File: src/logic/tape_pkg.sv
package tape_pkg;

	// word formats, encoded as {stereo, wide}
	typedef enum logic [1:0] {
		mono8    = 2'b00,
		mono16   = 2'b01,
		stereo8  = 2'b10,
		stereo16 = 2'b11
	} fmt_t;

	// register index, taken from adr[3:1]
	localparam logic [2:0] reg_ctrl = 3'd0;
	localparam logic [2:0] reg_ptr  = 3'd1;
	localparam logic [2:0] reg_size = 3'd2;

	localparam int ptr_w  = 14; // head and tail
	localparam int rate_w = 11; // sample rate divider

	// sample memory size limits in bytes
	localparam int mem_min = 1280;
	localparam int mem_max = 16384;

endpackage

File: src/logic/tape_ctrl_if.sv
interface tape_ctrl_if;

	logic                        playing;
	logic                        one_bit;
	logic                        stereo;
	logic                        wide;
	logic [tape_pkg::rate_w-1:0] sample_rate;
	logic [tape_pkg::ptr_w-1:0]  tail;
	logic                        head_load;  // one cycle, same edge as bus write
	logic [tape_pkg::ptr_w-1:0]  head_value;

	modport regs (
		output playing,
		output one_bit,
		output stereo,
		output wide,
		output sample_rate,
		output tail,
		output head_load,
		output head_value
	);

	modport play (
		input playing,
		input one_bit,
		input stereo,
		input wide,
		input sample_rate,
		input tail,
		input head_load,
		input head_value
	);

endinterface

File: src/logic/tape_output.sv
module tape_output (
	input  logic        clk,
	input  logic        reset,
	input  logic        clk_3mhz_en,
	input  logic        cs1_cntrl,
	input  logic [15:0] sample,
	input  logic        sample_valid,
	output logic        tick,
	output logic [15:0] tape_audio,
	tape_ctrl_if.play   ctrl
);

	logic [tape_pkg::rate_w-1:0] rate_cnt;

	assign tick = ctrl.playing && clk_3mhz_en && cs1_cntrl && (rate_cnt == '0);

	always_ff @(posedge clk) begin
		if (reset) begin
			tape_audio <= '0;
			rate_cnt   <= '0;
		end else if (!ctrl.playing) begin
			tape_audio <= '0;
			rate_cnt   <= '0;
		end else if (clk_3mhz_en) begin
			if (!cs1_cntrl) begin
				tape_audio <= '0; // muted, divider holds
			end else if (tick) begin
				rate_cnt <= ctrl.sample_rate;
				if (sample_valid)
					tape_audio <= sample; // starved tick keeps last value
			end else begin
				rate_cnt <= rate_cnt - 1'b1;
			end
		end
	end

endmodule

File: src/flat_wrapper.sv
// flat-port wrapper written by rule: the top's interface ports become plain ports
module tape_output_flat 
  (clk, reset, clk_3mhz_en, cs1_cntrl, sample, sample_valid, tick, tape_audio, ctrl_playing, ctrl_one_bit, ctrl_stereo, ctrl_wide, ctrl_sample_rate, ctrl_tail, ctrl_head_load, ctrl_head_value);
  tape_ctrl_if ctrl_i ();
  input  logic clk;
  input  logic reset;
  input  logic clk_3mhz_en;
  input  logic cs1_cntrl;
  input  logic [15:0] sample;
  input  logic sample_valid;
  output logic tick;
  output logic [15:0] tape_audio;
  input wire logic [$bits(ctrl_i.playing)-1:0] ctrl_playing;
  input wire logic [$bits(ctrl_i.one_bit)-1:0] ctrl_one_bit;
  input wire logic [$bits(ctrl_i.stereo)-1:0] ctrl_stereo;
  input wire logic [$bits(ctrl_i.wide)-1:0] ctrl_wide;
  input wire logic [$bits(ctrl_i.sample_rate)-1:0] ctrl_sample_rate;
  input wire logic [$bits(ctrl_i.tail)-1:0] ctrl_tail;
  input wire logic [$bits(ctrl_i.head_load)-1:0] ctrl_head_load;
  input wire logic [$bits(ctrl_i.head_value)-1:0] ctrl_head_value;
  assign ctrl_i.playing = ctrl_playing;
  assign ctrl_i.one_bit = ctrl_one_bit;
  assign ctrl_i.stereo = ctrl_stereo;
  assign ctrl_i.wide = ctrl_wide;
  assign ctrl_i.sample_rate = ctrl_sample_rate;
  assign ctrl_i.tail = ctrl_tail;
  assign ctrl_i.head_load = ctrl_head_load;
  assign ctrl_i.head_value = ctrl_head_value;
  tape_output u_core (.clk(clk), .reset(reset), .clk_3mhz_en(clk_3mhz_en), .cs1_cntrl(cs1_cntrl), .sample(sample), .sample_valid(sample_valid), .tick(tick), .tape_audio(tape_audio), .ctrl(ctrl_i));
endmodule
File: config.mk
export PLATFORM = sky130hd
export DESIGN_NAME = tape_output_flat
export DESIGN_NICKNAME = d
export VERILOG_FILES = /design/src/logic/tape_pkg.sv /design/src/logic/tape_ctrl_if.sv /design/src/logic/tape_output.sv /design/src/flat_wrapper.sv
export SDC_FILE = /design/constraint.sdc
export NUM_CORES = 1
export LEC_CHECK = 0
export ABC_AREA = 0
export CAP_MARGIN = 15
export CORE_AREA = 2 2 63 65
export CTS_BUF_LIST = sky130_fd_sc_hd__clkbuf_4
export DETAILED_ROUTE_END_ITERATION = 16
export DIE_AREA = 0 0 65 67
export DONT_BUFFER_PORTS = 1
export SLEW_MARGIN = 20
export SYNTH_ARGS = -nofsm -noshare
export SYNTH_HDL_FRONTEND = slang
export SYNTH_SLANG_ARGS = --single-unit
File: constraint.sdc
create_clock -name clk -period 2.2 [get_ports clk]
set_clock_uncertainty 0.15 [all_clocks]
set_input_delay 0.11 -clock clk [delete_from_list [all_inputs] [get_ports clk]]
set_output_delay 0.11 -clock clk [all_outputs]
set_load 0.02 [all_outputs]
==> metrics.cfg <==
[floorplan]
start_util=0.339
core-area_um2=3610
die_w_um=65
dieArea_um2=4360
io_pins=82
die_y_um=67
rows=22

[yosys]
synth_nets=194
syn_inst=127
seq_area_frac_synth=0.442
yosys_warnings=0
syn_area_um2=1220
synth.distinct_cells=39
synth-main-ff-cell=dfxtp_1
yosys_register_bits=27
synth-edff-count=0
synth_area_per_cell_um2=9.64
async_flop_share=0

[layout]
fin_cells=217
syn_to_final_growth_pct=41.2
fillCellCount=340
nets=237
drive_above_1_share=0.154
diodes=0

[worst_setup_path]
r2r-end=u_core.tape_audio[9]
crit_path_end=u_core.tape_audio[9]
end_kind=flop
worstReg2RegStart=u_core.rate_cnt[5]
critPathRequiredTime_ps=2270
cp_max_fo=16
regToRegSetupSlack_ps=100
ff2ff_path_depth=4
arrival_ps=2170
cp-start-kind=flop
critPathKind=flop to flop
crit_start=u_core.rate_cnt[5]

[global_routing]
antenna_found_initial=0
grtUsageTotal=0.156
grt-ovfl-total=0
grt_max_degree=17
grt_pass1_wl_um=5190
grt_pass1_vias=1185

[clock_network]
root_buffer=clkbuf_4
clk_pin_slew_ps=160
cts_inserted_buffers=3
cts_tree=done
clk_latency_ps=330
cts.sinks=27
clockBufferDepth=2
htreeDepth=1
postCtsSetupBuffers=0

[timing]
tightest_slew_ps=429
fmax_ghz=0.477
setup_viol=0
tns_ps=0
period_needed_ps=2100
finalHoldViolations=0
maxSlewViolCount=0
rsz0062_at_grt=no
relSlewSlack=0.713
fin_crit_sh=0.953

[placed_design]
place_hpwl_um=2340
io_buffers=0
dp.cells=183
place_congestion=0.804

[pwr]
p_int_mw=0.679
seq_power_share=0.541
power_frac_comb=0.225
powerDensity_nw_per_um2=547
ir_drop_mv=0.358
switching_power_mw=0.267
power_leakage_nw=0.674
p_clk_frac=0.233
switching_share=0.282
power_mw=0.946

[drt]
vias=1188
wl_met3_um=219
routed_via_density=5.47
first_iter_violations=51
firstDrtPassIters=4
drtAntennaViolNets=0
wl_met1_um=1420
topRoutingLayerUsed=met4
routed_wl_um=3450
dr_wl_met2_um=1790
wire_per_inst_um=15.9
drc_errors=0

[run_status]
outcome=finished, final reports clean

[hold_path]
hp-class=primary input to flop

[job]
max_cap_viol_count=0

worst min-delay path by stage:
| stage | startpoint | end | slack, ps | cells after the start |
|---|---|---|---|---|
| after floorplan | sample[0] | u_core.tape_audio[0] | 90 | 1 |
| final | ctrl_playing | u_core.rate_cnt[9] | 20 | 4 |
| after CTS | ctrl_playing | u_core.rate_cnt[9] | 8 | 4 |
| after detailed placement | sample[4] | u_core.tape_audio[4] | 90 | 1 |
| after global routing | ctrl_playing | u_core.rate_cnt[9] | 30 | 4 |
| after global placement | sample[6] | u_core.tape_audio[6] | 90 | 1 |
worst max-delay path, stage by stage, from the launching register on:
cell and delay, ps:
dfxtp_1 390, or4_4 570, o41ai_4 410, a21oi_4 190, a22o_1 280
registers in the layout, summed over array words and instances (netlist names):
| name | flops |
|---|---|
| u_core.rate_cnt | 11 |
| u_core.tape_audio | 16 |
what timing repair did:
item / CTS / global route
endpoints found under the hold margin: 27 / 2
resized for setup: 1 / 3
gates cloned: 0 / 0
setup endpoints to repair: 1 / 4
hold buffers: 29 / 1
per-stage QoR:
stage / util / cell area [um^2] / hold WS (ps) / setup slack [ps]
CTS: 0.469 / 1690 / 8.04 / 41.4
global route: 0.479 / 1730 / 32.8 / 18.2
finish: 0.479 / 1730 / 20.2 / 102
floorplan: - / 1220 / 85.5 / 176
detailed placement: 0.378 / 1360 / 89.5 / 106
global placement: 0.378 / 1360 / 87.9 / 153
power groups by stage:
stage,sequential (mW),clock [mW],combinational (mW)
2_1_floorplan,0.522,0,0.111
3_3_place_gp,0.521,0,0.152
3_5_place_dp,0.522,0,0.157
4_1_cts,0.511,0.234,0.201
5_1_grt,0.514,0.248,0.232
6_report,0.512,0.221,0.213
cell usage after synthesis (2+ instances only):
master,number,area share
nand4_1,4,0.020
a31oi_1,5,0.026
or3_1,3,0.015
nor3_1,2,0.0082
nor2_1,5,0.015
nand2b_1,3,0.015
dfxtp_1,27,0.44
or4_1,2,0.012
o22ai_1,2,0.010
nor4_1,4,0.020
mux2i_1,3,0.025
a22o_1,16,0.11
nand2_1,10,0.031
nand3_1,5,0.020
o21ai_0,5,0.020
ha_1,2,0.020
inv_1,5,0.015
clkbuf_1,3,0.0092
layout by cell type, fill, tap and decap left out, types with 2 or more instances in the layout:
cell,synthesis,final
dlygate4sd3_1,0,30
dfxtp_1,27,27
a22o_1,16,16
buf_4,1,12
nand2_1,10,10
inv_1,5,5
o21ai_0,5,5
nor2_1,5,5
nand3_1,5,5
a31oi_1,5,5
nor4_1,4,4
nand4_1,4,4
or3_1,3,3
nand2b_1,3,3
mux2i_1,3,3
clkbuf_4,0,3
nor3_1,2,2
or4_1,2,2
o22ai_1,2,2
ha_1,2,2
final cells by class:
| class | count | area, um^2 | area share |
|---|---|---|---|
| clock buffer | 3 | 22.5 | 0.0130 |
| clock inverter | 1 | 7.51 | 0.00434 |
| inverter | 5 | 18.8 | 0.0109 |
| multi-input combinational | 90 | 668 | 0.387 |
| sequential | 27 | 541 | 0.313 |
| tap | 48 | 60.1 | 0.0348 |
| timing repair buffer | 43 | 410 | 0.238 |
layer usage:
metal	up-vias	global-route usage
met1	556	0.161
li1	576	-
met4	0	0.0585
met2	54	0.303
met5	-	0
met3	2	0.0389
kinds of logic after synthesis:
group	share of synthesized area
and+or+nand+nor	0.235
AOI/OAI and AO/OA	0.229
DFF	0.442
buffers and inverters	0.0399
muxes	0.0337
adders and majority gates	0.0204
(Power assumes the default switching activity.)
