[src/logic/tape_pkg.sv]
package tape_pkg;

	// word formats, encoded as {stereo, wide}
	typedef enum logic [1:0] {
		mono8    = 2'b00,
		mono16   = 2'b01,
		stereo8  = 2'b10,
		stereo16 = 2'b11
	} fmt_t;

	// register index, taken from adr[3:1]
	localparam logic [2:0] reg_ctrl = 3'd0;
	localparam logic [2:0] reg_ptr  = 3'd1;
	localparam logic [2:0] reg_size = 3'd2;

	localparam int ptr_w  = 14; // head and tail
	localparam int rate_w = 11; // sample rate divider

	// sample memory size limits in bytes
	localparam int mem_min = 1280;
	localparam int mem_max = 16384;

endpackage

[src/logic/tape_ctrl_if.sv]
interface tape_ctrl_if;

	logic                        playing;
	logic                        one_bit;
	logic                        stereo;
	logic                        wide;
	logic [tape_pkg::rate_w-1:0] sample_rate;
	logic [tape_pkg::ptr_w-1:0]  tail;
	logic                        head_load;  // one cycle, same edge as bus write
	logic [tape_pkg::ptr_w-1:0]  head_value;

	modport regs (
		output playing,
		output one_bit,
		output stereo,
		output wide,
		output sample_rate,
		output tail,
		output head_load,
		output head_value
	);

	modport play (
		input playing,
		input one_bit,
		input stereo,
		input wide,
		input sample_rate,
		input tail,
		input head_load,
		input head_value
	);

endinterface

[src/logic/tape_unpack.sv]
module tape_unpack (
	input  logic        clk,
	input  logic        reset,
	input  logic [31:0] fetched_word,
	input  logic        word_valid,
	input  logic        tick,
	output logic        word_empty,
	output logic [15:0] sample,
	output logic        sample_valid,
	tape_ctrl_if.play   ctrl
);

	logic [31:0]    word;
	logic [31:0]    word_shifted;
	logic           avail;
	logic [4:0]     cnt;
	logic [4:0]     last_cnt;
	logic           step;
	logic           phase;
	logic           pulse;
	logic           pulse_nxt;
	tape_pkg::fmt_t fmt;
	logic [15:0]    left16;
	logic [15:0]    right16;
	logic [8:0]     mix8;
	logic [16:0]    mix16;

	assign fmt          = tape_pkg::fmt_t'({ctrl.stereo, ctrl.wide});
	assign word_empty   = !avail;
	assign sample_valid = tick && avail;

	// 16 bit samples are stored low byte first
	assign left16  = {word[23:16], word[31:24]};
	assign right16 = {word[7:0], word[15:8]};
	assign mix8    = {1'b0, word[31:24]} + {1'b0, word[23:16]};
	assign mix16   = {left16[15], left16} + {right16[15], right16};

	// pulse cell: edge every first half, mid edge only for a one bit
	assign pulse_nxt = phase ? (pulse ^ word[31]) : ~pulse;
	assign step      = !ctrl.one_bit || phase;

	always_comb begin
		sample       = '0;
		last_cnt     = 5'd0;
		word_shifted = word;
		if (ctrl.one_bit) begin
			sample   = {pulse_nxt, 1'b1, 14'h0000};
			last_cnt = 5'd31;
			if (phase)
				word_shifted = {word[30:0], 1'b0};
		end else begin
			case (fmt)
			tape_pkg::mono8: begin
				sample       = {~word[31], word[30:24], word[31:24]};
				last_cnt     = 5'd3;
				word_shifted = {word[23:0], 8'h00};
			end
			tape_pkg::mono16: begin
				sample       = left16;
				last_cnt     = 5'd1;
				word_shifted = {word[15:0], 16'h0000};
			end
			tape_pkg::stereo8: begin
				sample       = {~mix8[8], mix8[7:1], mix8[8:1]}; // top 8 of the sum
				last_cnt     = 5'd1;
				word_shifted = {word[15:0], 16'h0000};
			end
			tape_pkg::stereo16: begin
				sample   = mix16[16:1];
				last_cnt = 5'd0;
			end
			default: ;
			endcase
		end
	end

	always_ff @(posedge clk) begin
		if (reset) begin
			avail <= 1'b0;
			cnt   <= 5'd0;
			phase <= 1'b0;
			pulse <= 1'b0;
		end else if (!ctrl.playing) begin
			avail <= 1'b0; // drop held word
			phase <= 1'b0;
			pulse <= 1'b0;
		end else if (word_valid) begin
			avail <= 1'b1;
			cnt   <= 5'd0;
			phase <= 1'b0;
		end else if (sample_valid) begin
			if (ctrl.one_bit) begin
				phase <= ~phase;
				pulse <= pulse_nxt;
			end
			if (step) begin
				cnt <= cnt + 5'd1;
				if (cnt == last_cnt)
					avail <= 1'b0; // word used up
			end
		end
	end

	always_ff @(posedge clk) begin
		if (word_valid)
			word <= fetched_word;
		else if (sample_valid)
			word <= word_shifted;
	end

endmodule

[src/flat_wrapper.sv]
// flat-port wrapper written by rule: the top's interface ports become plain ports
module tape_unpack_flat 
  (clk, reset, fetched_word, word_valid, tick, word_empty, sample, sample_valid, ctrl_playing, ctrl_one_bit, ctrl_stereo, ctrl_wide, ctrl_sample_rate, ctrl_tail, ctrl_head_load, ctrl_head_value);
  tape_ctrl_if ctrl_i ();
  input  logic clk;
  input  logic reset;
  input  logic [31:0] fetched_word;
  input  logic word_valid;
  input  logic tick;
  output logic word_empty;
  output logic [15:0] sample;
  output logic sample_valid;
  input wire logic [$bits(ctrl_i.playing)-1:0] ctrl_playing;
  input wire logic [$bits(ctrl_i.one_bit)-1:0] ctrl_one_bit;
  input wire logic [$bits(ctrl_i.stereo)-1:0] ctrl_stereo;
  input wire logic [$bits(ctrl_i.wide)-1:0] ctrl_wide;
  input wire logic [$bits(ctrl_i.sample_rate)-1:0] ctrl_sample_rate;
  input wire logic [$bits(ctrl_i.tail)-1:0] ctrl_tail;
  input wire logic [$bits(ctrl_i.head_load)-1:0] ctrl_head_load;
  input wire logic [$bits(ctrl_i.head_value)-1:0] ctrl_head_value;
  assign ctrl_i.playing = ctrl_playing;
  assign ctrl_i.one_bit = ctrl_one_bit;
  assign ctrl_i.stereo = ctrl_stereo;
  assign ctrl_i.wide = ctrl_wide;
  assign ctrl_i.sample_rate = ctrl_sample_rate;
  assign ctrl_i.tail = ctrl_tail;
  assign ctrl_i.head_load = ctrl_head_load;
  assign ctrl_i.head_value = ctrl_head_value;
  tape_unpack u_core (.clk(clk), .reset(reset), .fetched_word(fetched_word), .word_valid(word_valid), .tick(tick), .word_empty(word_empty), .sample(sample), .sample_valid(sample_valid), .ctrl(ctrl_i));
endmodule
[config.mk]
export PLATFORM = sky130hd
export DESIGN_NAME = tape_unpack_flat
export DESIGN_NICKNAME = d
export VERILOG_FILES = /design/src/logic/tape_pkg.sv /design/src/logic/tape_ctrl_if.sv /design/src/logic/tape_unpack.sv /design/src/flat_wrapper.sv
export SDC_FILE = /design/constraint.sdc
export NUM_CORES = 1
export LEC_CHECK = 0
export BUFFER_PORTS_ARGS = -buffer_cell sky130_fd_sc_hd__buf_4
export CAP_MARGIN = 0
export CORE_MARGIN = 2
export CORE_UTILIZATION = 54
export DETAILED_ROUTE_END_ITERATION = 8
export PLACE_DENSITY_LB_ADDON = 0.12
export SYNTH_ARGS = -nofsm -noshare
export SYNTH_HDL_FRONTEND = slang
export SYNTH_SLANG_ARGS = --single-unit
[constraint.sdc]
create_clock -name clk -period 2.9 [get_ports clk]
set_input_delay 0.29 -clock clk [delete_from_list [all_inputs] [get_ports clk]]
set_output_delay 0.29 -clock clk [all_outputs]
set_load 0.005 [all_outputs]
==> results of run 1 <==
cell type report:
class                           instances  area [sq um]
Multi-Input combinational cell        382          2640
Fill cell                             595          2160
Sequential cell                        40          1120
Timing Repair Buffer                   86           646
Tap cell                               96           120
Inverter                               20          75.1
Clock buffer                            6          72.6
Clock inverter                          1          5.00
cells by family after synthesis:
| family | count (synthesis) |
|---|---|
| fa+ha+maj | 30 |
| buf+inv | 47 |
| mux | 16 |
| xor+xnor | 15 |
| simple gates | 150 |
| flops | 40 |
| compound gates | 171 |
metal layers:
| layer | part of all wire, % | vias up | track usage [%] |
|---|---|---|---|
| met2 | 46 | 161 | 46.0 |
| met1 | 44 | 1826 | 38.8 |
| li1 | - | 1902 | - |
| met5 | 0 | - | 0 |
| met3 | 6.5 | 36 | 5.47 |
| met4 | 3.4 | 0 | 10.5 |
what timing repair did:
action                                 CTS  global route
gates resized for setup                  5            21
pin swaps                                0             4
endpoints found under the hold margin    0             0
setup endpoints to repair                3            12
cloned                                   0             0
hold buffers                             0             0
buffers inserted                         0            15
registers in the layout, indices dropped and copies added, names as in the netlist:
name	cells
u_core.cnt	5
u_core.phase	1
u_core.avail	1
u_core.word	32
u_core.pulse	1
critical path, stage by stage, from the launching register on:
cell	delay, ns
sky130_fd_sc_hd__edfxtp_1	0.42
sky130_fd_sc_hd__ha_1	0.38
sky130_fd_sc_hd__a21o_1	0.25
sky130_fd_sc_hd__nor3_1	0.37
sky130_fd_sc_hd__a21oi_1	0.19
sky130_fd_sc_hd__o32ai_2	0.35
sky130_fd_sc_hd__a2bb2oi_1	0.21
sky130_fd_sc_hd__nand2_1	0.08
sky130_fd_sc_hd__buf_4	0.13
power groups by stage:
stage / Clock, mW / Combinational (mW) / Sequential, mW
final: 0.359 / 0.816 / 0.729
after global routing: 0.387 / 0.888 / 0.730
after CTS: 0.361 / 0.731 / 0.730
after detailed placement: 0 / 0.718 / 0.742
after global placement: 0 / 0.703 / 0.742
after floorplan: 0 / 0.500 / 0.717
through the flow:
step                      util, %  power (mW)  TNS, ns  hold WS [ns]
final                        68.4        1.90  -0.0551         0.166
after global routing         68.4        2.00   -0.406         0.160
after CTS                    65.5        1.82        0         0.163
after detailed placement     64.0        1.46        0         0.477
after global placement       64.0        1.45        0         0.472
after floorplan                 -        1.22        0         0.359
cells in the mapped netlist (all sizes together), types with 3 or more instances:
cell type  number  area [sq um]
nand2          51           191
a21oi          48           244
o21ai          40           204
nor2           36           135
edfxtp         32           961
ha             28           350
clkbuf         20          75.1
inv            20          75.1
mux2i          16           160
nand4          11          68.8
nor3           11          55.1
a22oi          10          88.8
o211ai         10          75.1
a21o            9          67.6
dfxtp           8           160
o21a            8          60.1
xnor2           8          70.1
a22o            7          61.3
buf             7          32.5
nand3           7          40.0
xor2            7          61.3
a211oi          6          45.0
a31oi           6          37.5
nand2b          6          37.5
or3             5          31.3
nand3b          4          30.0
nor2b           4          25.0
a21boi          3          22.5
a2bb2oi         3          26.3
and3            3          18.8
nand4b          3          26.3
or4             3          22.5
final timing paths:
kind                   start               to  slack, ns  cells past startpoint
min                    reset    u_core.cnt[2]       0.17                      2
max reg2reg     u_core.avail  u_core.word[28]       1.01                      4
max          u_core.word[13]       sample[13]      -0.06                      8
min reg2reg     u_core.avail     u_core.avail       0.54                      2
==> out/summary.log, run 1 <==
INFO  yosys          netlist_instances=469
INFO  pwr            power_switching=697uW
INFO  die            die_h=88.2microns
INFO  yosys          synthesis.area_per_instance=8.16squm
INFO  yosys          synth-adder-area-share=10.2%
INFO  yosys          synth_compound_area_share=29.3%
INFO  min_path       hp-class=input port to flop
INFO  sta            tightestPinTransition=0.614ns
INFO  die            design.die.area=7770squm
INFO  yosys          synth-seq-area-share=29.3%
INFO  die            rows=30
INFO  yosys          synth_enable_flop_cells=32
INFO  sta            setup_viol_count_final=1
INFO  outcome        status=finished, violations left
INFO  drt            ant_nets=0
INFO  clock_tree     clkTransAtPathRegs=0.08ns
INFO  pwr            power_frac_comb=42.9%
INFO  drt            detailedRoute.firstIterationViolations=281
INFO  drt            routed_vias_inst=6.22
INFO  layout         finalInstanceArea=4680squm
INFO  placement      place.detailed.instances=609
INFO  yosys          combinational_family_with_the_most_area_after_synthesis=compound AO/OA/AOI/OAI gates
INFO  worst_setup_path critPathCaptureType=primary output
INFO  die            die_w=88.2microns
INFO  run            cap_viol_max_count=0
INFO  worst_setup_path critPathLaunchType=flop
INFO  yosys          synth_simple_gate_area_share=18.8%
INFO  yosys          flip_flop_and_latch_count_after_synthesis=40
INFO  placement      preCtsSetupSlack=0.256ns
INFO  pwr            cellPowerDensity=407nW/um^2
INFO  placement      place.gp.congestion=0.943
INFO  pwr            power.internal=1.21mW
INFO  yosys          multiplexer_fraction_of_the_synthesized_cell_area=4.19%
INFO  placement      post_dp_hpwl=8.30mm
INFO  sta            timing.final.hold_violations=0
INFO  yosys          synthXorXnorAreaFrac=3.43%
INFO  placement      dpl-instance-area=4370squm
INFO  layout         fin_nets=645
INFO  pwr            fraction_of_power_consumed_by_the_clock_network=18.8%
INFO  worst_setup_path timing.critical_path.arrival=2.67ns
INFO  pwr            leakagePower=1.92nW
INFO  drt            postRouteWirelength=11.4mm
INFO  drt            drt_drc_violations_left=0
INFO  drt            first_pass_iters=6
INFO  layout         areaGrowthSynthToFinish=22.2%
INFO  worst_setup_path critical_path_required=2.61ns
INFO  grt            globalRoute.totalOverflow=0
INFO  pwr            power.share.switching=36.6%
INFO  grt            grt_first_pass_wirelength=17.0mm
INFO  clock_tree     cts.root.buffer_cell=sky130_fd_sc_hd__clkbuf_8
INFO  die            initial_utilization=56.0%
INFO  grt            pin_count_of_the_biggest_net_entering_global_routing=66
INFO  placement      place.port_buffers=57
INFO  sta            final.setup.worst_slack=-0.0551ns
INFO  worst_setup_path crit_fanout=5
INFO  drt            routedWlPerCell=18.0microns
INFO  yosys          yosys_synthesis_warning_count=0
INFO  layout         mostFrequentLayoutCell=sky130_fd_sc_hd__buf_4
INFO  layout         drive_gt1_share=22.6%
INFO  layout         diodes=0
INFO  worst_setup_path worst_setup_path_class=flop to primary output
INFO  sta            fin_crit_sh=102%
INFO  clock_tree     h_tree_depth_reported_by_cts=2
INFO  sta            relSlewSlack=59.0%
INFO  grt            via_count_of_the_first_global_routing_pass=3450
INFO  sta            rsz0062_at_grt=true
INFO  yosys          ys_dominant_reg_cell=sky130_fd_sc_hd__edfxtp_1
INFO  yosys          syn-cell-area=3830squm
INFO  pwr            vdd.ir_drop.worst=396uV
INFO  layout         final_cell_count_no_fill=631
INFO  pwr            share_seq_of_total_power=38.3%
INFO  clock_tree     cts_buffer_depth=2
INFO  clock_tree     cts_num_sinks=40
INFO  sta            timing.final.max_slew_violations=0
INFO  drt            via_total_after_detailed_routing=3925
INFO  grt            total_grt_usage=28.7%
INFO  outcome        violations_in_the_final_reports=setup timing
INFO  die            core_area=6830squm
INFO  clock_tree     cts_tree=built
INFO  yosys          mappedNetlistNets=579
INFO  sta            max_freq=0.338GHz
INFO  sta            timing.clock.skew=0.00909ns
INFO  die            ioPinCount=98
INFO  yosys          async_reset_ff_share=0%
INFO  clock_tree     clk-insertion-delay-late=0.30ns
INFO  layout         layout.cells.most_common_list=sky130_fd_sc_hd__buf_4 (86), sky130_fd_sc_hd__nand2_1 (50), sky130_fd_sc_hd__a21oi_1 (43), sky130_fd_sc_hd__o21ai_0 (38), sky130_fd_sc_hd__nor2_1 (36)
INFO  grt            antenna_found_initial=0
INFO  yosys          synth.distinct_cells=60
INFO  clock_tree     clock_buffer_count_from_cts=5
INFO  sta            min_period=2.96ns
Power figures use the tool's default switching activity.
==> run 2: changes to the inputs <==
--- a/config.mk
+++ b/config.mk
@@ -11,6 +11,7 @@
 export CORE_UTILIZATION = 54
 export DETAILED_ROUTE_END_ITERATION = 8
 export PLACE_DENSITY_LB_ADDON = 0.12
+export SETUP_SLACK_MARGIN = 0.02
 export SYNTH_ARGS = -nofsm -noshare
 export SYNTH_HDL_FRONTEND = slang
 export SYNTH_SLANG_ARGS = --single-unit
==> out/summary.log, run 2 (synthesis results as in run 1) <==
INFO  grt            pin_count_of_the_biggest_net_entering_global_routing=66 [unchanged]
INFO  placement      preCtsSetupSlack=0.256ns [unchanged]
INFO  grt            antenna_found_initial=0 [unchanged]
INFO  grt            total_grt_usage=28.8% [was 28.7%]
INFO  clock_tree     clk-insertion-delay-late=0.30ns [about the same]
INFO  drt            ant_nets=0 [unchanged]
INFO  clock_tree     cts_num_sinks=40 [unchanged]
INFO  placement      place.gp.congestion=0.943 [unchanged]
INFO  placement      dpl-instance-area=4370squm [unchanged]
INFO  worst_setup_path worst_setup_path_class=flop to primary output [unchanged]
INFO  pwr            power.internal=1.22mW [was 1.21 mW]
INFO  outcome        status=finished, violations left [unchanged]
INFO  clock_tree     clock_buffer_count_from_cts=5 [unchanged]
INFO  min_path       hp-class=input port to flop [unchanged]
INFO  layout         finish.utilization=69.5% [was 68.4%]
INFO  drt            routed_vias_inst=6.21 [was 6.22]
INFO  worst_setup_path worstSetupPathDepth=8 [unchanged]
INFO  worst_setup_path critPathLaunchType=flop [unchanged]
INFO  pwr            share_seq_of_total_power=37.9% [was 38.3%]
INFO  worst_setup_path crit_fanout=5 [unchanged]
INFO  die            ioPinCount=98 [unchanged]
INFO  worst_setup_path cp_cell_sequence=ha_1, a21o_1, nor3_1, a21oi_1, o32ai_2, a2bb2oi_1, nand2_1, buf_4 [unchanged]
INFO  die            die_h=88.2microns [unchanged]
INFO  outcome        violations_in_the_final_reports=setup timing [unchanged]
INFO  clock_tree     cts_tree=built [unchanged]
INFO  worst_setup_path top_delay_family_on_crit_path=compound AO/OA/AOI/OAI gates [unchanged]
INFO  sta            relSlewSlack=61.3% [was 59.0%]
INFO  worst_setup_path timing.critical_path.arrival=2.69ns [was 2.67 ns]
INFO  layout         largest_register=u_core.word [unchanged]
INFO  sta            timing.final.max_slew_violations=0 [unchanged]
INFO  drt            drt_drc_violations_left=0 [unchanged]
INFO  die            die_w=88.2microns [unchanged]
INFO  sta            tightestPinTransition=0.580ns [was 0.614 ns]
INFO  worst_setup_path ff2ff_path_depth=4 [unchanged]
INFO  die            core_area=6830squm [unchanged]
INFO  die            initial_utilization=56.0% [unchanged]
INFO  die            design.die.area=7770squm [unchanged]
INFO  layout         layout.cells.most_common_list=sky130_fd_sc_hd__buf_4 (89), sky130_fd_sc_hd__nand2_1 (50), sky130_fd_sc_hd__a21oi_1 (43), sky130_fd_sc_hd__o21ai_0 (38), sky130_fd_sc_hd__nor2_1 (36) [was sky130_fd_sc_hd__buf_4 (86), sky130_fd_sc_hd__nand2_1 (50), sky130_fd_sc_hd__a21oi_1 (43), sky130_fd_sc_hd__o21ai_0 (38), sky130_fd_sc_hd__nor2_1 (36)]
INFO  sta            setup_viol_count_final=1 [unchanged]
INFO  clock_tree     cts_buffer_depth=2 [unchanged]
INFO  pwr            power.share.switching=36.6% [about the same]
INFO  placement      place.port_buffers=57 [unchanged]
INFO  die            rows=30 [unchanged]
INFO  sta            timing.clock.skew=0.00939ns [was 0.00909 ns]
INFO  drt            via_total_after_detailed_routing=3935 [was 3925]
INFO  grt            globalRoute.totalOverflow=0 [unchanged]
INFO  drt            postRouteWirelength=11.6mm [was 11.4 mm]
INFO  sta            rsz0062_at_grt=true [unchanged]
INFO  clock_tree     h_tree_depth_reported_by_cts=2 [unchanged]
INFO  clock_tree     clkTransAtPathRegs=0.08ns [about the same]
INFO  drt            detailedRoute.firstIterationViolations=284 [was 281]
INFO  worst_setup_path slowest_stage=sky130_fd_sc_hd__edfxtp_1 [unchanged]
INFO  pwr            vdd.ir_drop.worst=395uV [was 396 uV]
INFO  pwr            fraction_of_power_consumed_by_the_clock_network=18.5% [was 18.8%]
INFO  sta            fin_crit_sh=103% [was 102%]
INFO  pwr            leakagePower=1.94nW [was 1.92 nW]
INFO  grt            grt_first_pass_wirelength=17.1mm [was 17.0 mm]
INFO  pwr            total_power=1.93mW [was 1.90 mW]
INFO  worst_setup_path max_stage_delay=0.42ns [about the same]
INFO  pwr            power_switching=708uW [was 697 uW]
INFO  sta            max_freq=0.335GHz [was 0.338 GHz]
INFO  layout         finalInstanceArea=4750squm [was 4680 sq um]
INFO  clock_tree     postCtsHoldBufs=0 [unchanged]
INFO  sta            min_period=2.98ns [was 2.96 ns]
INFO  drt            first_pass_iters=5 [was 6]
INFO  pwr            power_frac_comb=43.6% [was 42.9%]
INFO  layout         fin_nets=648 [was 645]
INFO  sta            final.setup.worst_slack=-0.0833ns [was -0.0551 ns]
INFO  pwr            cellPowerDensity=407nW/um^2 [about the same]
INFO  min_path       holdPathStages=2 [unchanged]
INFO  layout         fillerInstances=582 [was 595]
INFO  drt            routedWlPerCell=18.2microns [was 18.0 microns]
INFO  grt            via_count_of_the_first_global_routing_pass=3478 [was 3450]
INFO  layout         layout_top_registers=u_core.word x32, u_core.cnt x5 [unchanged]
INFO  run            cap_viol_max_count=0 [unchanged]
INFO  sta            timing.final.hold_violations=0 [unchanged]
INFO  placement      post_dp_hpwl=8.30mm [unchanged]
INFO  layout         largest_register_ffs=32 [unchanged]
INFO  worst_setup_path critPathCaptureType=primary output [unchanged]
INFO  layout         diodes=0 [unchanged]
INFO  worst_setup_path critical_path_required=2.61ns [about the same]
INFO  layout         drive_gt1_share=24.2% [was 22.6%]
INFO  sta            finalHoldWorstSlack=0.167ns [was 0.166 ns]
INFO  layout         areaGrowthSynthToFinish=24.1% [was 22.2%]
INFO  clock_tree     cts.root.buffer_cell=sky130_fd_sc_hd__clkbuf_8 [unchanged]
INFO  layout         mostFrequentLayoutCell=sky130_fd_sc_hd__buf_4 [unchanged]
INFO  worst_setup_path sum_of_buffers_and_inverters_on_the_critical_path=1 [unchanged]
run 2: stage by stage:
step	std cells	TNS (ns)
2_1_floorplan	469	0
3_3_place_gp	609	0
3_5_place_dp	609	0
4_1_cts	618	0
5_1_grt	634	-0.323
6_report	634	-0.0833
run 2: metal layers:
metal / vias to the layer above / track usage [%] / share of wire, %
met3: 32 / 5.47 / 7.3
met5: - / 0 / 0
met4: 0 / 10.5 / 3.2
met2: 165 / 46.3 / 47
met1: 1832 / 38.7 / 42
li1: 1906 / - / -
run 2: path summary, 6_finish.rpt:
kind | start | slack (ns) | end
worst min register to register | u_core.avail | 0.54 | u_core.avail
worst min-delay path | reset | 0.17 | u_core.cnt[2]
worst max-delay path | u_core.word[13] | -0.08 | sample[13]
worst max register to register | u_core.avail | 1.01 | u_core.word[31]
run 2: power groups by stage:
stage               logic, mW  registers (mW)  clock network (mW)
floorplan               0.500           0.717                   0
global placement        0.703           0.742                   0
detailed placement      0.718           0.742                   0
CTS                     0.735           0.729               0.361
global route            0.915           0.732               0.387
finish                  0.843           0.731               0.357
run 2: timing repair:
action / 4_1_cts / 5_1_grt
buffers inserted: 2 / 16
pin swaps: 0 / 8
cloned: 0 / 0
gates resized for setup: 6 / 29
setup endpoints to repair: 6 / 11
run 2: final cells by class:
| cell class | count | area, sq um | share of cell area [%] |
|---|---|---|---|
| multi-input combinational | 382 | 2690 | 56.6 |
| sequential | 40 | 1120 | 23.6 |
| timing repair buffer | 89 | 668 | 14.1 |
| tap | 96 | 120 | 2.53 |
| inverter | 20 | 75.1 | 1.58 |
| clock buffer | 6 | 72.6 | 1.53 |
| clock inverter | 1 | 5.00 | 0.105 |
