`config.mk`:
```
export PLATFORM = sky130hd
export DESIGN_NAME = tape_regs_flat
export DESIGN_NICKNAME = d
export VERILOG_FILES = /design/src/logic/tape_pkg.sv /design/src/logic/tape_ctrl_if.sv /design/src/logic/tape_regs.sv /design/src/flat_wrapper.sv
export SDC_FILE = /design/constraint.sdc
export NUM_CORES = 1
export LEC_CHECK = 0
export ABC_AREA = 0
export CAP_MARGIN = 30
export CORE_UTILIZATION = 50
export DETAILED_ROUTE_END_ITERATION = 8
export DONT_BUFFER_PORTS = 1
export PLACE_DENSITY = 0.73
export SYNTH_ARGS = -nofsm -noshare
export SYNTH_HDL_FRONTEND = slang
export SYNTH_SLANG_ARGS = --single-unit
```
`constraint.sdc`:
```
create_clock -name clk -period 1.8 [get_ports clk]
set_input_delay 0.36 -clock clk [delete_from_list [all_inputs] [get_ports clk]]
set_output_delay 0.36 -clock clk [all_outputs]
set_load 0.005 [all_outputs]
```
`src/logic/tape_pkg.sv`:
```
package tape_pkg;

	// word formats, encoded as {stereo, wide}
	typedef enum logic [1:0] {
		mono8    = 2'b00,
		mono16   = 2'b01,
		stereo8  = 2'b10,
		stereo16 = 2'b11
	} fmt_t;

	// register index, taken from adr[3:1]
	localparam logic [2:0] reg_ctrl = 3'd0;
	localparam logic [2:0] reg_ptr  = 3'd1;
	localparam logic [2:0] reg_size = 3'd2;

	localparam int ptr_w  = 14; // head and tail
	localparam int rate_w = 11; // sample rate divider

	// sample memory size limits in bytes
	localparam int mem_min = 1280;
	localparam int mem_max = 16384;

endpackage

```
`src/logic/tape_ctrl_if.sv`:
```
interface tape_ctrl_if;

	logic                        playing;
	logic                        one_bit;
	logic                        stereo;
	logic                        wide;
	logic [tape_pkg::rate_w-1:0] sample_rate;
	logic [tape_pkg::ptr_w-1:0]  tail;
	logic                        head_load;  // one cycle, same edge as bus write
	logic [tape_pkg::ptr_w-1:0]  head_value;

	modport regs (
		output playing,
		output one_bit,
		output stereo,
		output wide,
		output sample_rate,
		output tail,
		output head_load,
		output head_value
	);

	modport play (
		input playing,
		input one_bit,
		input stereo,
		input wide,
		input sample_rate,
		input tail,
		input head_load,
		input head_value
	);

endinterface

```
`src/logic/tape_regs.sv`:
```
module tape_regs #(
	parameter int memory_size = 8192
) (
	input  logic                       clk,
	input  logic                       reset,
	input  logic [13:0]                adr,
	input  logic                       cs,
	input  logic [3:0]                 sel,
	input  logic                       we,
	input  logic [31:0]                d,
	input  logic [tape_pkg::ptr_w-1:0] head,
	output logic [31:0]                q,
	tape_ctrl_if.regs                  ctrl
);

	logic                        reg_wr;
	logic [2:0]                  idx;
	logic                        playing;
	logic                        one_bit;
	tape_pkg::fmt_t              fmt;
	logic [tape_pkg::rate_w-1:0] rate;
	logic [tape_pkg::ptr_w-1:0]  tail;

	assign idx    = adr[3:1];
	assign reg_wr = cs && we && adr[0];

	always_ff @(posedge clk) begin
		if (reset) begin
			playing <= 1'b0;
			one_bit <= 1'b0;
			fmt     <= tape_pkg::mono8;
			rate    <= '1; // slowest pacing
			tail    <= '0;
		end else if (reg_wr) begin
			case (idx)
			tape_pkg::reg_ctrl: begin
				if (sel[1]) begin
					one_bit <= d[19];
					fmt     <= tape_pkg::fmt_t'(d[18:17]);
					playing <= d[16];
				end
				if (sel[2])
					rate[10:8] <= d[10:8];
				if (sel[3])
					rate[7:0] <= d[7:0];
			end
			tape_pkg::reg_ptr: begin
				if (sel[2])
					tail[13:8] <= d[13:8];
				if (sel[3])
					tail[7:0] <= d[7:0];
			end
			default: ;
			endcase
		end
	end

	// head itself lives in the buffer, merge the written bytes here
	assign ctrl.head_load  = reg_wr && (idx == tape_pkg::reg_ptr) && (sel[0] || sel[1]);
	assign ctrl.head_value = {sel[0] ? d[29:24] : head[13:8],
	                          sel[1] ? d[23:16] : head[7:0]};

	assign ctrl.playing     = playing;
	assign ctrl.one_bit     = one_bit;
	assign ctrl.stereo      = fmt[1];
	assign ctrl.wide        = fmt[0];
	assign ctrl.sample_rate = rate;
	assign ctrl.tail        = tail;

	always_comb begin
		q = '0;
		case (idx)
		tape_pkg::reg_ctrl: begin
			q[19:16] = {one_bit, fmt, playing};
			q[10:0]  = rate;
		end
		tape_pkg::reg_ptr: begin
			q[29:16] = head;
			q[13:0]  = tail;
		end
		tape_pkg::reg_size: begin
			q[31:16] = 16'(memory_size);
		end
		default: ;
		endcase
	end

endmodule

```
`src/flat_wrapper.sv`:
```
// flat-port wrapper written by rule: the top's interface ports become plain ports
module tape_regs_flat 
#(
	parameter int memory_size = 8192
)
  (clk, reset, adr, cs, sel, we, d, head, q, ctrl_playing, ctrl_one_bit, ctrl_stereo, ctrl_wide, ctrl_sample_rate, ctrl_tail, ctrl_head_load, ctrl_head_value);
  tape_ctrl_if ctrl_i ();
  input  logic clk;
  input  logic reset;
  input  logic [13:0] adr;
  input  logic cs;
  input  logic [3:0] sel;
  input  logic we;
  input  logic [31:0] d;
  input  logic [tape_pkg::ptr_w-1:0] head;
  output logic [31:0] q;
  output wire logic [$bits(ctrl_i.playing)-1:0] ctrl_playing;
  output wire logic [$bits(ctrl_i.one_bit)-1:0] ctrl_one_bit;
  output wire logic [$bits(ctrl_i.stereo)-1:0] ctrl_stereo;
  output wire logic [$bits(ctrl_i.wide)-1:0] ctrl_wide;
  output wire logic [$bits(ctrl_i.sample_rate)-1:0] ctrl_sample_rate;
  output wire logic [$bits(ctrl_i.tail)-1:0] ctrl_tail;
  output wire logic [$bits(ctrl_i.head_load)-1:0] ctrl_head_load;
  output wire logic [$bits(ctrl_i.head_value)-1:0] ctrl_head_value;
  assign ctrl_playing = ctrl_i.playing;
  assign ctrl_one_bit = ctrl_i.one_bit;
  assign ctrl_stereo = ctrl_i.stereo;
  assign ctrl_wide = ctrl_i.wide;
  assign ctrl_sample_rate = ctrl_i.sample_rate;
  assign ctrl_tail = ctrl_i.tail;
  assign ctrl_head_load = ctrl_i.head_load;
  assign ctrl_head_value = ctrl_i.head_value;
  tape_regs #(.memory_size(memory_size)) u_core (.clk(clk), .reset(reset), .adr(adr), .cs(cs), .sel(sel), .we(we), .d(d), .head(head), .q(q), .ctrl(ctrl_i));
endmodule
```
==> impl_metrics.csv, run 1 <==
group,metric,value,unit
outcome,status,"finished, final reports clean",
grt,track_usage,20.8,%
timing,hold_viol,0,
power,leakagePower,0.694,nW
synth,netlist_area,1790,µm²
route,vias,1377,
placed_design,hpwlAfterDp,3230,µm
critical_path,crit_arrival,1.01,ns
job,maxCapViolations,0,
critical_path,path_cells,"nor3b_2 > buf_4 > and2_1",
grt,antenna_found_initial,0,
route,dr.pass1.iters,4,
final_layout,finish.net_count,256,
clocking,cts_max_path_buffers,2,
clocking,cts_hold_buf,0,
grt,grt_max_degree,59,
synth,seq_area_frac_synth,32.4,%
route,drc,0,
floorplanning,io_pins,144,
timing,report.final.slew_viol_count,0,
placed_design,gp_congestion,0.787,
route,ant_nets,0,
critical_path,path_class,"in -> out",
clocking,htree_levels,2,
final_layout,utilization,55.3,%
synth,synth_edf_count,0,
final_layout,diodes,0,
critical_path,critPathMaxStageDelay,0.24,ns
timing,hold_slack,0.181,ns
floorplanning,die_area,3820,µm²
critical_path,cp-start-kind,"input port",
clocking,cts.repair.resized,0,
power,vdd_drop_max,0.000460,V
final_layout,drive_gt1_share,18.5,%
critical_path,crit_fanout,18,
synth,yosys.area.top_type,"dfxtp_1",
timing,fmax,728,MHz
synth,syn_inst,190,
final_layout,nFillCells,308,
final_layout,finalInstanceArea,1880,µm²
synth,synth-main-ff-cell,"dfxtp_1",
worst_hold_path,min_path_type,"in -> reg",
final_layout,syn_to_final_growth,4.75,%
clocking,cts_sinks,29,
synth,synth-seq-cells,29,
clocking,cts_root_buffer,"clkbuf_4",
placed_design,place_area,1810,µm²
critical_path,endpoint_kind,"primary output",
synth,ys_async_sr_fraction,0,%
synth,yosys_warnings,0,
route,drt-initial-drc-count,32,
synth,yosys-top-cells-area,"dfxtp_1 32%, mux2i_1 16%, nand2b_1 13%",
timing,setup_viol,0,
route,wirelength,4270,µm
placed_design,port_buffers,0,
synth,yosys.area.top_type_share,32.4,%
placed_design,post-place-ws,0.419,ns
clocking,path_clk_slew,0.10,ns
floorplanning,rows,21,
critical_path,crit_required,1.44,ns
grt,grt-ovfl-total,0,
power,powerDensity,632,nW/µm²
timing,final.min_clock_period,1.37,ns
floorplanning,core-area,3390,µm²
timing,worst_clock_skew,0,ns
critical_path,slowest_stage,"buf_4",
floorplanning,die_w,61.8,µm
grt,grt_pass1_wl,5590,µm
synth,ys_types,21,
synth,synth_area_per_cell,9.42,µm²
clocking,clk_latency,0.31,ns
clocking,cts_tree,"yes",
clocking,cts_inserted_buffers,5,
timing,setup-tns-final,0,ns
grt,grt_pass1_vias,1250,
timing,period_share,76.3,%
clocking,postCtsSetupBuffers,0,
route,via_per_inst,5.86,
floorplanning,die_y,61.8,µm
floorplanning,initial_utilization,52.8,%
timing,rsz0062_at_grt,"false",
timing,setup_slack,0.426,ns
route,wl_per_cell,18.2,µm
worst paths after layout:
check	from	endpoint	slack, ns	cells past startpoint
setup / recovery	adr[2]	q[22]	0.43	3
hold / removal	d[4]	u_core.ctrl.tail[4]	0.18	2
setup reg to reg	u_core.fmt[1]	u_core.fmt[1]	1.13	2
hold reg to reg	u_core.ctrl.tail[12]	u_core.ctrl.tail[12]	0.51	2
through the flow:
step | power (mW) | std cells
finish | 1.19 | 235
CTS | 1.21 | 235
global placement | 0.785 | 227
floorplan | 0.794 | 193
global route | 1.24 | 235
detailed placement | 0.789 | 227
state kept, by name, summed over array words and instances (netlist names):
signal and flops:
u_core.ctrl.one_bit 1, u_core.fmt 2, u_core.ctrl.sample_rate 11, u_core.ctrl.playing 1, u_core.ctrl.tail 14
area by class of cell:
type                    count  area (µm²)  share of cell area, %
multi-input cells         149        1150                   61.3
clock buffers               6        51.3                   2.74
well taps                  46        57.6                   3.07
clock inverters             2        13.8                  0.734
repair buffers              3        22.5                   1.20
flip-flops and latches     29         581                   31.0
critical path: cells and delay by family:
family / cells / cell delay [ns]
simple gates: 2 / 0.41
buf+inv: 1 / 0.24
cell usage in the layout (no fill, tap or decap), types with 3 or more instances in the layout:
cell      synthesis  routed
nand2b_1         36      36
clkbuf_4          0       5
and2_1           12      12
conb_1            1       4
mux2_2           15      15
nand4_1           3       3
nor2_8            3       3
dfxtp_1          29      29
a22o_1           15      15
buf_4             5       3
nor2_1           24      24
mux2i_1          29      29
Yosys cell counts, types with 3 or more instances:
cell type,count
mux2_2,15
nor2_1,24
and2_1,12
nor2_8,3
nand4_1,3
a22o_1,15
buf_4,5
mux2i_1,29
clkbuf_1,9
nand2b_1,36
dfxtp_1,29
kinds of logic after synthesis:
group                  count (synthesis)  share of synthesized area, %
and+or+nand+nor                       85                          29.6
buffers and inverters                 15                          4.26
muxes                                 44                          25.6
AOI/OAI and AO/OA                     16                          7.83
DFF                                   29                          32.4
other                                  1                         0.209
routing by layer:
metal	track usage (%)	wire (µm)	up-vias	part of all wire, %
li1	-	-	635	-
met1	19.5	1570	658	37
met2	42.4	2390	77	56
met3	5.59	257	7	6.0
met4	7.30	52	0	1.2
met5	0	0	-	0
power by group:
group | internal, mW | switching, mW | total, mW
registers | 0.644 | 0.00275 | 0.646
clock network | 0.190 | 0.222 | 0.412
logic | 0.0696 | 0.0578 | 0.127
(Power assumes the default switching activity.)
==> inputs of run 2 (changes only) <==
==> constraint.sdc (replaced) <==
create_clock -name clk -period 1.3 [get_ports clk]
set_input_delay 0.26 -clock clk [delete_from_list [all_inputs] [get_ports clk]]
set_output_delay 0.26 -clock clk [all_outputs]
set_load 0.005 [all_outputs]
==> run 2 against run 1 <==
Net effect:
- utilization rose by 0.59 points
- sequential share of layout area fell by 0.33 points
- cell count rose by 0.43%
- register-to-register slack got worse by 0.52 ns
- combinational power rose by 40%
- flip-flop and latch count did not move
- global-route usage fell by 0.27 points
- sequential power rose by 39%
- count of clock-buffer cells in the layout did not move
- critical path depth fell by 2
- first-iteration DRC count rose by 38%
- critical path type is now reg -> out
- largest cell class unchanged
- largest power group unchanged
==> impl_metrics.csv, run 2 (synthesis results as in run 1) <==
group,metric,value,unit
critical_path,timing.rr.start,"u_core.ctrl.tail[9]",
final_layout,utilization,55.9,%
floorplanning,rows,21,
placed_design,port_buffers,0,
clocking,cts_root_buffer,"clkbuf_4",
clocking,cts.repair.resized,0,
power,combPwrFrac,10.7,%
worst_hold_path,min_from,"d[7]",
route,dr.pass1.iters,4,
clocking,cts_max_path_buffers,2,
final_layout,largest_reg_flops,14,
grt,antenna_found_initial,0,
power,vdd_drop_max,0.000619,V
power,seq_power_share,53.9,%
clocking,cts_tree,"yes",
timing,fmax,846,MHz
route,drc,0,
final_layout,drive_gt1_share,18.9,%
power,sw_frac_of_total,24.5,%
floorplanning,core-area,3390,µm²
critical_path,worstRegToRegCells,2,
worst_hold_path,hold_end,"u_core.ctrl.tail[7]",
grt,grt_pass1_vias,1286,
floorplanning,initial_utilization,52.8,%
worst_hold_path,min_path_type,"in -> reg",
grt,grt_max_degree,59,
route,via_per_inst,5.79,
critical_path,crit_fanout,3,
final_layout,syn_to_final_growth,5.87,%
grt,track_usage,20.5,%
critical_path,crit_arrival,0.92,ns
critical_path,critPathMaxStageDelay,0.36,ns
clocking,htree_levels,2,
timing,setup-tns-final,0,ns
power,clkPwrFrac,35.4,%
power,switchingPower,407,µW
critical_path,slowest_stage,"dfxtp_1",
clocking,clk_latency,0.32,ns
final_layout,mostFrequentLayoutCells,"36 x nand2b_1, 29 x mux2i_1, 29 x dfxtp_1",
timing,rsz0062_at_grt,"false",
clocking,path_clk_slew,0.10,ns
critical_path,r2r_end,"u_core.ctrl.tail[9]",
route,wl_per_cell,17.0,µm
timing,hold_viol,0,
floorplanning,io_pins,144,
critical_path,cp-start-kind,"flop",
floorplanning,die_w,61.8,µm
clocking,cts_inserted_buffers,5,
clocking,postCtsSetupBuffers,0,
clocking,cts_hold_buf,0,
timing,worst_clock_skew,0,ns
final_layout,diodes,0,
critical_path,path_class,"reg -> out",
route,vias,1367,
floorplanning,die_area,3820,µm²
critical_path,crit_required,1.04,ns
grt,grt-ovfl-total,0,
timing,report.final.slew_viol_count,0,
job,maxCapViolations,0,
critical_path,endpoint_kind,"primary output",
critical_path,r2r_setup_slack,0.61,ns
timing,final.min_clock_period,1.18,ns
timing,period_share,91.0,%
final_layout,layout_commonest_cell,"nand2b_1",
floorplanning,die_y,61.8,µm
clocking,cts_sinks,29,
route,wirelength,4020,µm
grt,grt_pass1_wl,5560,µm
power,leakagePower,0.701,nW
timing,setup_viol,0,
final_layout,finish.net_count,257,
critical_path,path_buf_inv,0,
critical_path,path_cells,"a22o_1",
outcome,status,"finished, final reports clean",
route,ant_nets,0,
power,p_int,1.25,mW
critical_path,critical_path.top_delay_family,"flip-flops",
power,powerDensity,877,nW/µm²
route,drt-initial-drc-count,44,
placed_design,gp_congestion,0.659,
final_layout,regMostFlops,"u_core.ctrl.tail",
worst_hold_path,hold_depth,2,
placed_design,hpwlAfterDp,3090,µm
[run 2: metrics by stage]
step | setup slack [ns] | instances | power (mW) | hold WS, ns | area, µm²
after floorplan | 0.00565 | 193 | 1.10 | 0.415 | 1810
after global placement | 0.0565 | 228 | 1.09 | 0.417 | 1830
after detailed placement | 0.0187 | 228 | 1.09 | 0.427 | 1830
after CTS | 0.100 | 236 | 1.68 | 0.0624 | 1900
after global routing | 0.0640 | 236 | 1.75 | 0.0500 | 1900
final | 0.117 | 236 | 1.66 | 0.0739 | 1900
[run 2: final cells by class]
cell class,count,area (µm²)
multi-input cells,149,1150
fillers,295,1490
flip-flops and latches,29,581
well taps,46,57.6
repair buffers,4,42.5
clock inverters,2,13.8
clock buffers,6,51.3
[run 2: routing by layer]
| metal | GRT usage, % | share of wire, % | vias to the layer above |
|---|---|---|---|
| met5 | 0 | 0 | - |
| met4 | 10.2 | 1.7 | 0 |
| met3 | 7.45 | 8.7 | 7 |
| met2 | 39.0 | 54 | 81 |
| met1 | 19.2 | 36 | 641 |
| li1 | - | - | 638 |
[run 2: worst max-delay path by stage]
stage,start,depth (start not counted),end
final,u_core.ctrl.tail[9],1,q[9]
after global routing,u_core.ctrl.tail[4],1,q[4]
after CTS,u_core.ctrl.tail[9],1,q[9]
after detailed placement,adr[2],3,u_core.ctrl.tail[1]
after global placement,adr[2],3,u_core.ctrl.tail[7]
after floorplan,adr[2],3,q[2]
[run 2: power by group through the flow]
| stage | Sequential, mW | Combinational, mW | Clock, mW |
|---|---|---|---|
| floorplan | 0.915 | 0.185 | 0 |
| global placement | 0.916 | 0.177 | 0 |
| detailed placement | 0.916 | 0.179 | 0 |
| CTS | 0.895 | 0.180 | 0.608 |
| global route | 0.896 | 0.198 | 0.657 |
| finish | 0.895 | 0.178 | 0.589 |
==> inputs of run 3 (changes only) <==
--- a/config.mk
+++ b/config.mk
@@ -7,7 +7,9 @@
 export LEC_CHECK = 0
 export ABC_AREA = 0
 export CAP_MARGIN = 30
+export CORE_ASPECT_RATIO = 0.5
 export CORE_UTILIZATION = 50
+export CTS_BUF_LIST = sky130_fd_sc_hd__clkbuf_2 sky130_fd_sc_hd__clkbuf_4 sky130_fd_sc_hd__clkbuf_8
 export DETAILED_ROUTE_END_ITERATION = 8
 export DONT_BUFFER_PORTS = 1
 export PLACE_DENSITY = 0.73
==> constraint.sdc (replaced) <==
create_clock -name clk -period 1.3 [get_ports clk]
set_input_delay 0.13 -clock clk [delete_from_list [all_inputs] [get_ports clk]]
set_output_delay 0.13 -clock clk [all_outputs]
set_load 0.005 [all_outputs]
==> run 3 against run 2 <==
Net effect:
- hold slack lost 0.069 ns
- clock skew unchanged
- flip-flop and latch count unchanged
- cell count increased by 3.0%
- register-to-register slack better by 0.05 ns
- critical path type unchanged
- largest cell class unchanged
==> impl_metrics.csv, run 3 (synthesis results as in run 1) <==
group,metric,value,unit
placed_design,hpwlAfterDp,3010,µm
floorplanning,core-area,3210,µm²
clocking,cts_inserted_buffers,5,
critical_path,r2r_setup_slack,0.66,ns
final_layout,finish.net_count,263,
placed_design,gp_congestion,0.694,
timing,setup_viol,0,
grt,grt-ovfl-total,0,
critical_path,critical_path_depth,1,
floorplanning,die_w,86.6,µm
floorplanning,initial_utilization,55.9,%
critical_path,path_class,"reg -> out",
clocking,cts.repair.resized,0,
power,leakagePower,0.740,nW
grt,grt_pass1_wl,5630,µm
critical_path,path_cells,"a22o_1",
final_layout,drive_gt1_share,17.9,%
floorplanning,rows,14,
floorplanning,io_pins,144,
route,via_per_inst,5.53,
clocking,postCtsSetupBuffers,0,
critical_path,slowest_stage,"dfxtp_1",
final_layout,largest_reg_flops,14,
timing,worst_clock_skew,0,ns
route,ant_nets,0,
grt,track_usage,19.8,%
placed_design,port_buffers,0,
route,wirelength,3940,µm
critical_path,critical_path.top_delay_family,"flip-flops",
timing,period_share,75.3,%
critical_path,crit_required,1.17,ns
critical_path,worstSetupStartpoint,"u_core.ctrl.tail[4]",
final_layout,nFillCells,280,
timing,report.final.slew_viol_count,0,
power,power.total,1.98,mW
final_layout,layout_commonest_cell,"nand2b_1",
critical_path,path_buf_inv,0,
grt,antenna_found_initial,0,
clocking,cts_sinks,29,
critical_path,worstRegToRegCells,2,
job,maxCapViolations,0,
critical_path,critPathMaxStageDelay,0.34,ns
route,drt-initial-drc-count,31,
timing,hold_viol,0,
floorplanning,die_y,44.3,µm
final_layout,syn_to_final_growth,10.8,%
critical_path,r2r_end,"u_core.ctrl.sample_rate[0]",
clocking,path_clk_slew,0.07,ns
timing,setup-tns-final,0,ns
final_layout,diodes,0,
outcome,status,"finished, final reports clean",
power,powerDensity,996,nW/µm²
clocking,htree_levels,2,
critical_path,crit_path_end,"q[4]",
route,wl_per_cell,16.2,µm
clocking,cts_tree,"yes",
route,drc,0,
clocking,cts_max_path_buffers,2,
power,vdd_drop_max,0.000609,V
timing,setup_slack,0.321,ns
critical_path,crit_fanout,3,
critical_path,crit_arrival,0.85,ns
grt,grt_pass1_vias,1215,
critical_path,endpoint_kind,"primary output",
route,vias,1343,
final_layout,regMostFlops,"u_core.ctrl.tail",
critical_path,cp-start-kind,"flop",
worst_hold_path,min_path_type,"in -> reg",
route,dr.pass1.iters,4,
timing,rsz0062_at_grt,"false",
grt,grt_max_degree,59,
clocking,clk_latency,0.27,ns
critical_path,timing.rr.start,"u_core.ctrl.sample_rate[0]",
clocking,cts_root_buffer,"clkbuf_8",
worst_hold_path,hold_depth,2,
timing,fmax,1020,MHz
placed_design,post-place-ws,0.162,ns
final_layout,mostFrequentLayoutCells,"36 x nand2b_1, 29 x mux2i_1, 29 x dfxtp_1",
floorplanning,die_area,3840,µm²
timing,final.min_clock_period,0.979,ns
## run 3: cell count changes in the layout (fill, tap and decap cells not counted), sizes merged
cell / delta
clkinv: -1
bufinv: +1
dlygate4sd3: +6
clkbuf: -1
## run 3: power breakdown
group / total (mW) / leakage, nW / internal (mW) / switching, mW
Combinational: 0.189 / 0.452 / 0.110 / 0.0790
Clock: 0.893 / 0.0540 / 0.556 / 0.336
Sequential: 0.896 / 0.234 / 0.892 / 0.00362
## run 3: routing by layer
layer | vias to the layer above | global-route usage (%) | share of wire, %
li1 | 657 | - | -
met1 | 629 | 22.4 | 43
met2 | 57 | 34.0 | 49
met3 | 0 | 9.33 | 7.9
met4 | 0 | 6.00 | 0
met5 | - | 0 | 0
## run 3: per-stage QoR
| stage | std cells | utilization, % | cell area [µm²] | hold WS (ns) |
|---|---|---|---|---|
| 4_1_cts | 242 | 61.6 | 1970 | 0.00142 |
| 3_5_place_dp | 230 | 56.8 | 1820 | 0.293 |
| 3_3_place_gp | 230 | 56.8 | 1820 | 0.287 |
| 5_1_grt | 243 | 61.9 | 1980 | 0.000704 |
| 2_1_floorplan | 193 | - | 1800 | 0.285 |
| 6_report | 243 | 61.9 | 1980 | 0.00511 |
## run 3: final cells by class
type,instances,area [µm²],area share (%)
Multi-Input combinational cell,149,1150,57.9
Clock buffer,5,68.8,3.47
Sequential cell,29,581,29.3
Tap cell,48,60.1,3.03
Timing Repair Buffer,10,90.1,4.54
Clock inverter,2,35.0,1.77
## run 3: worst min-delay path by stage
stage	to	start	slack, ns
2_1_floorplan	u_core.ctrl.tail[12]	d[12]	0.29
3_3_place_gp	u_core.ctrl.tail[2]	d[2]	0.29
3_5_place_dp	u_core.ctrl.tail[6]	d[6]	0.29
4_1_cts	u_core.ctrl.tail[1]	d[1]	0.001
5_1_grt	u_core.fmt[0]	d[17]	0.0007
6_report	u_core.ctrl.tail[4]	d[4]	0.005
## run 3: repair_timing
action,in CTS,in global routing
hold endpoints to repair,5,1
endpoints found under the setup margin,0,0
hold buffers,5,1
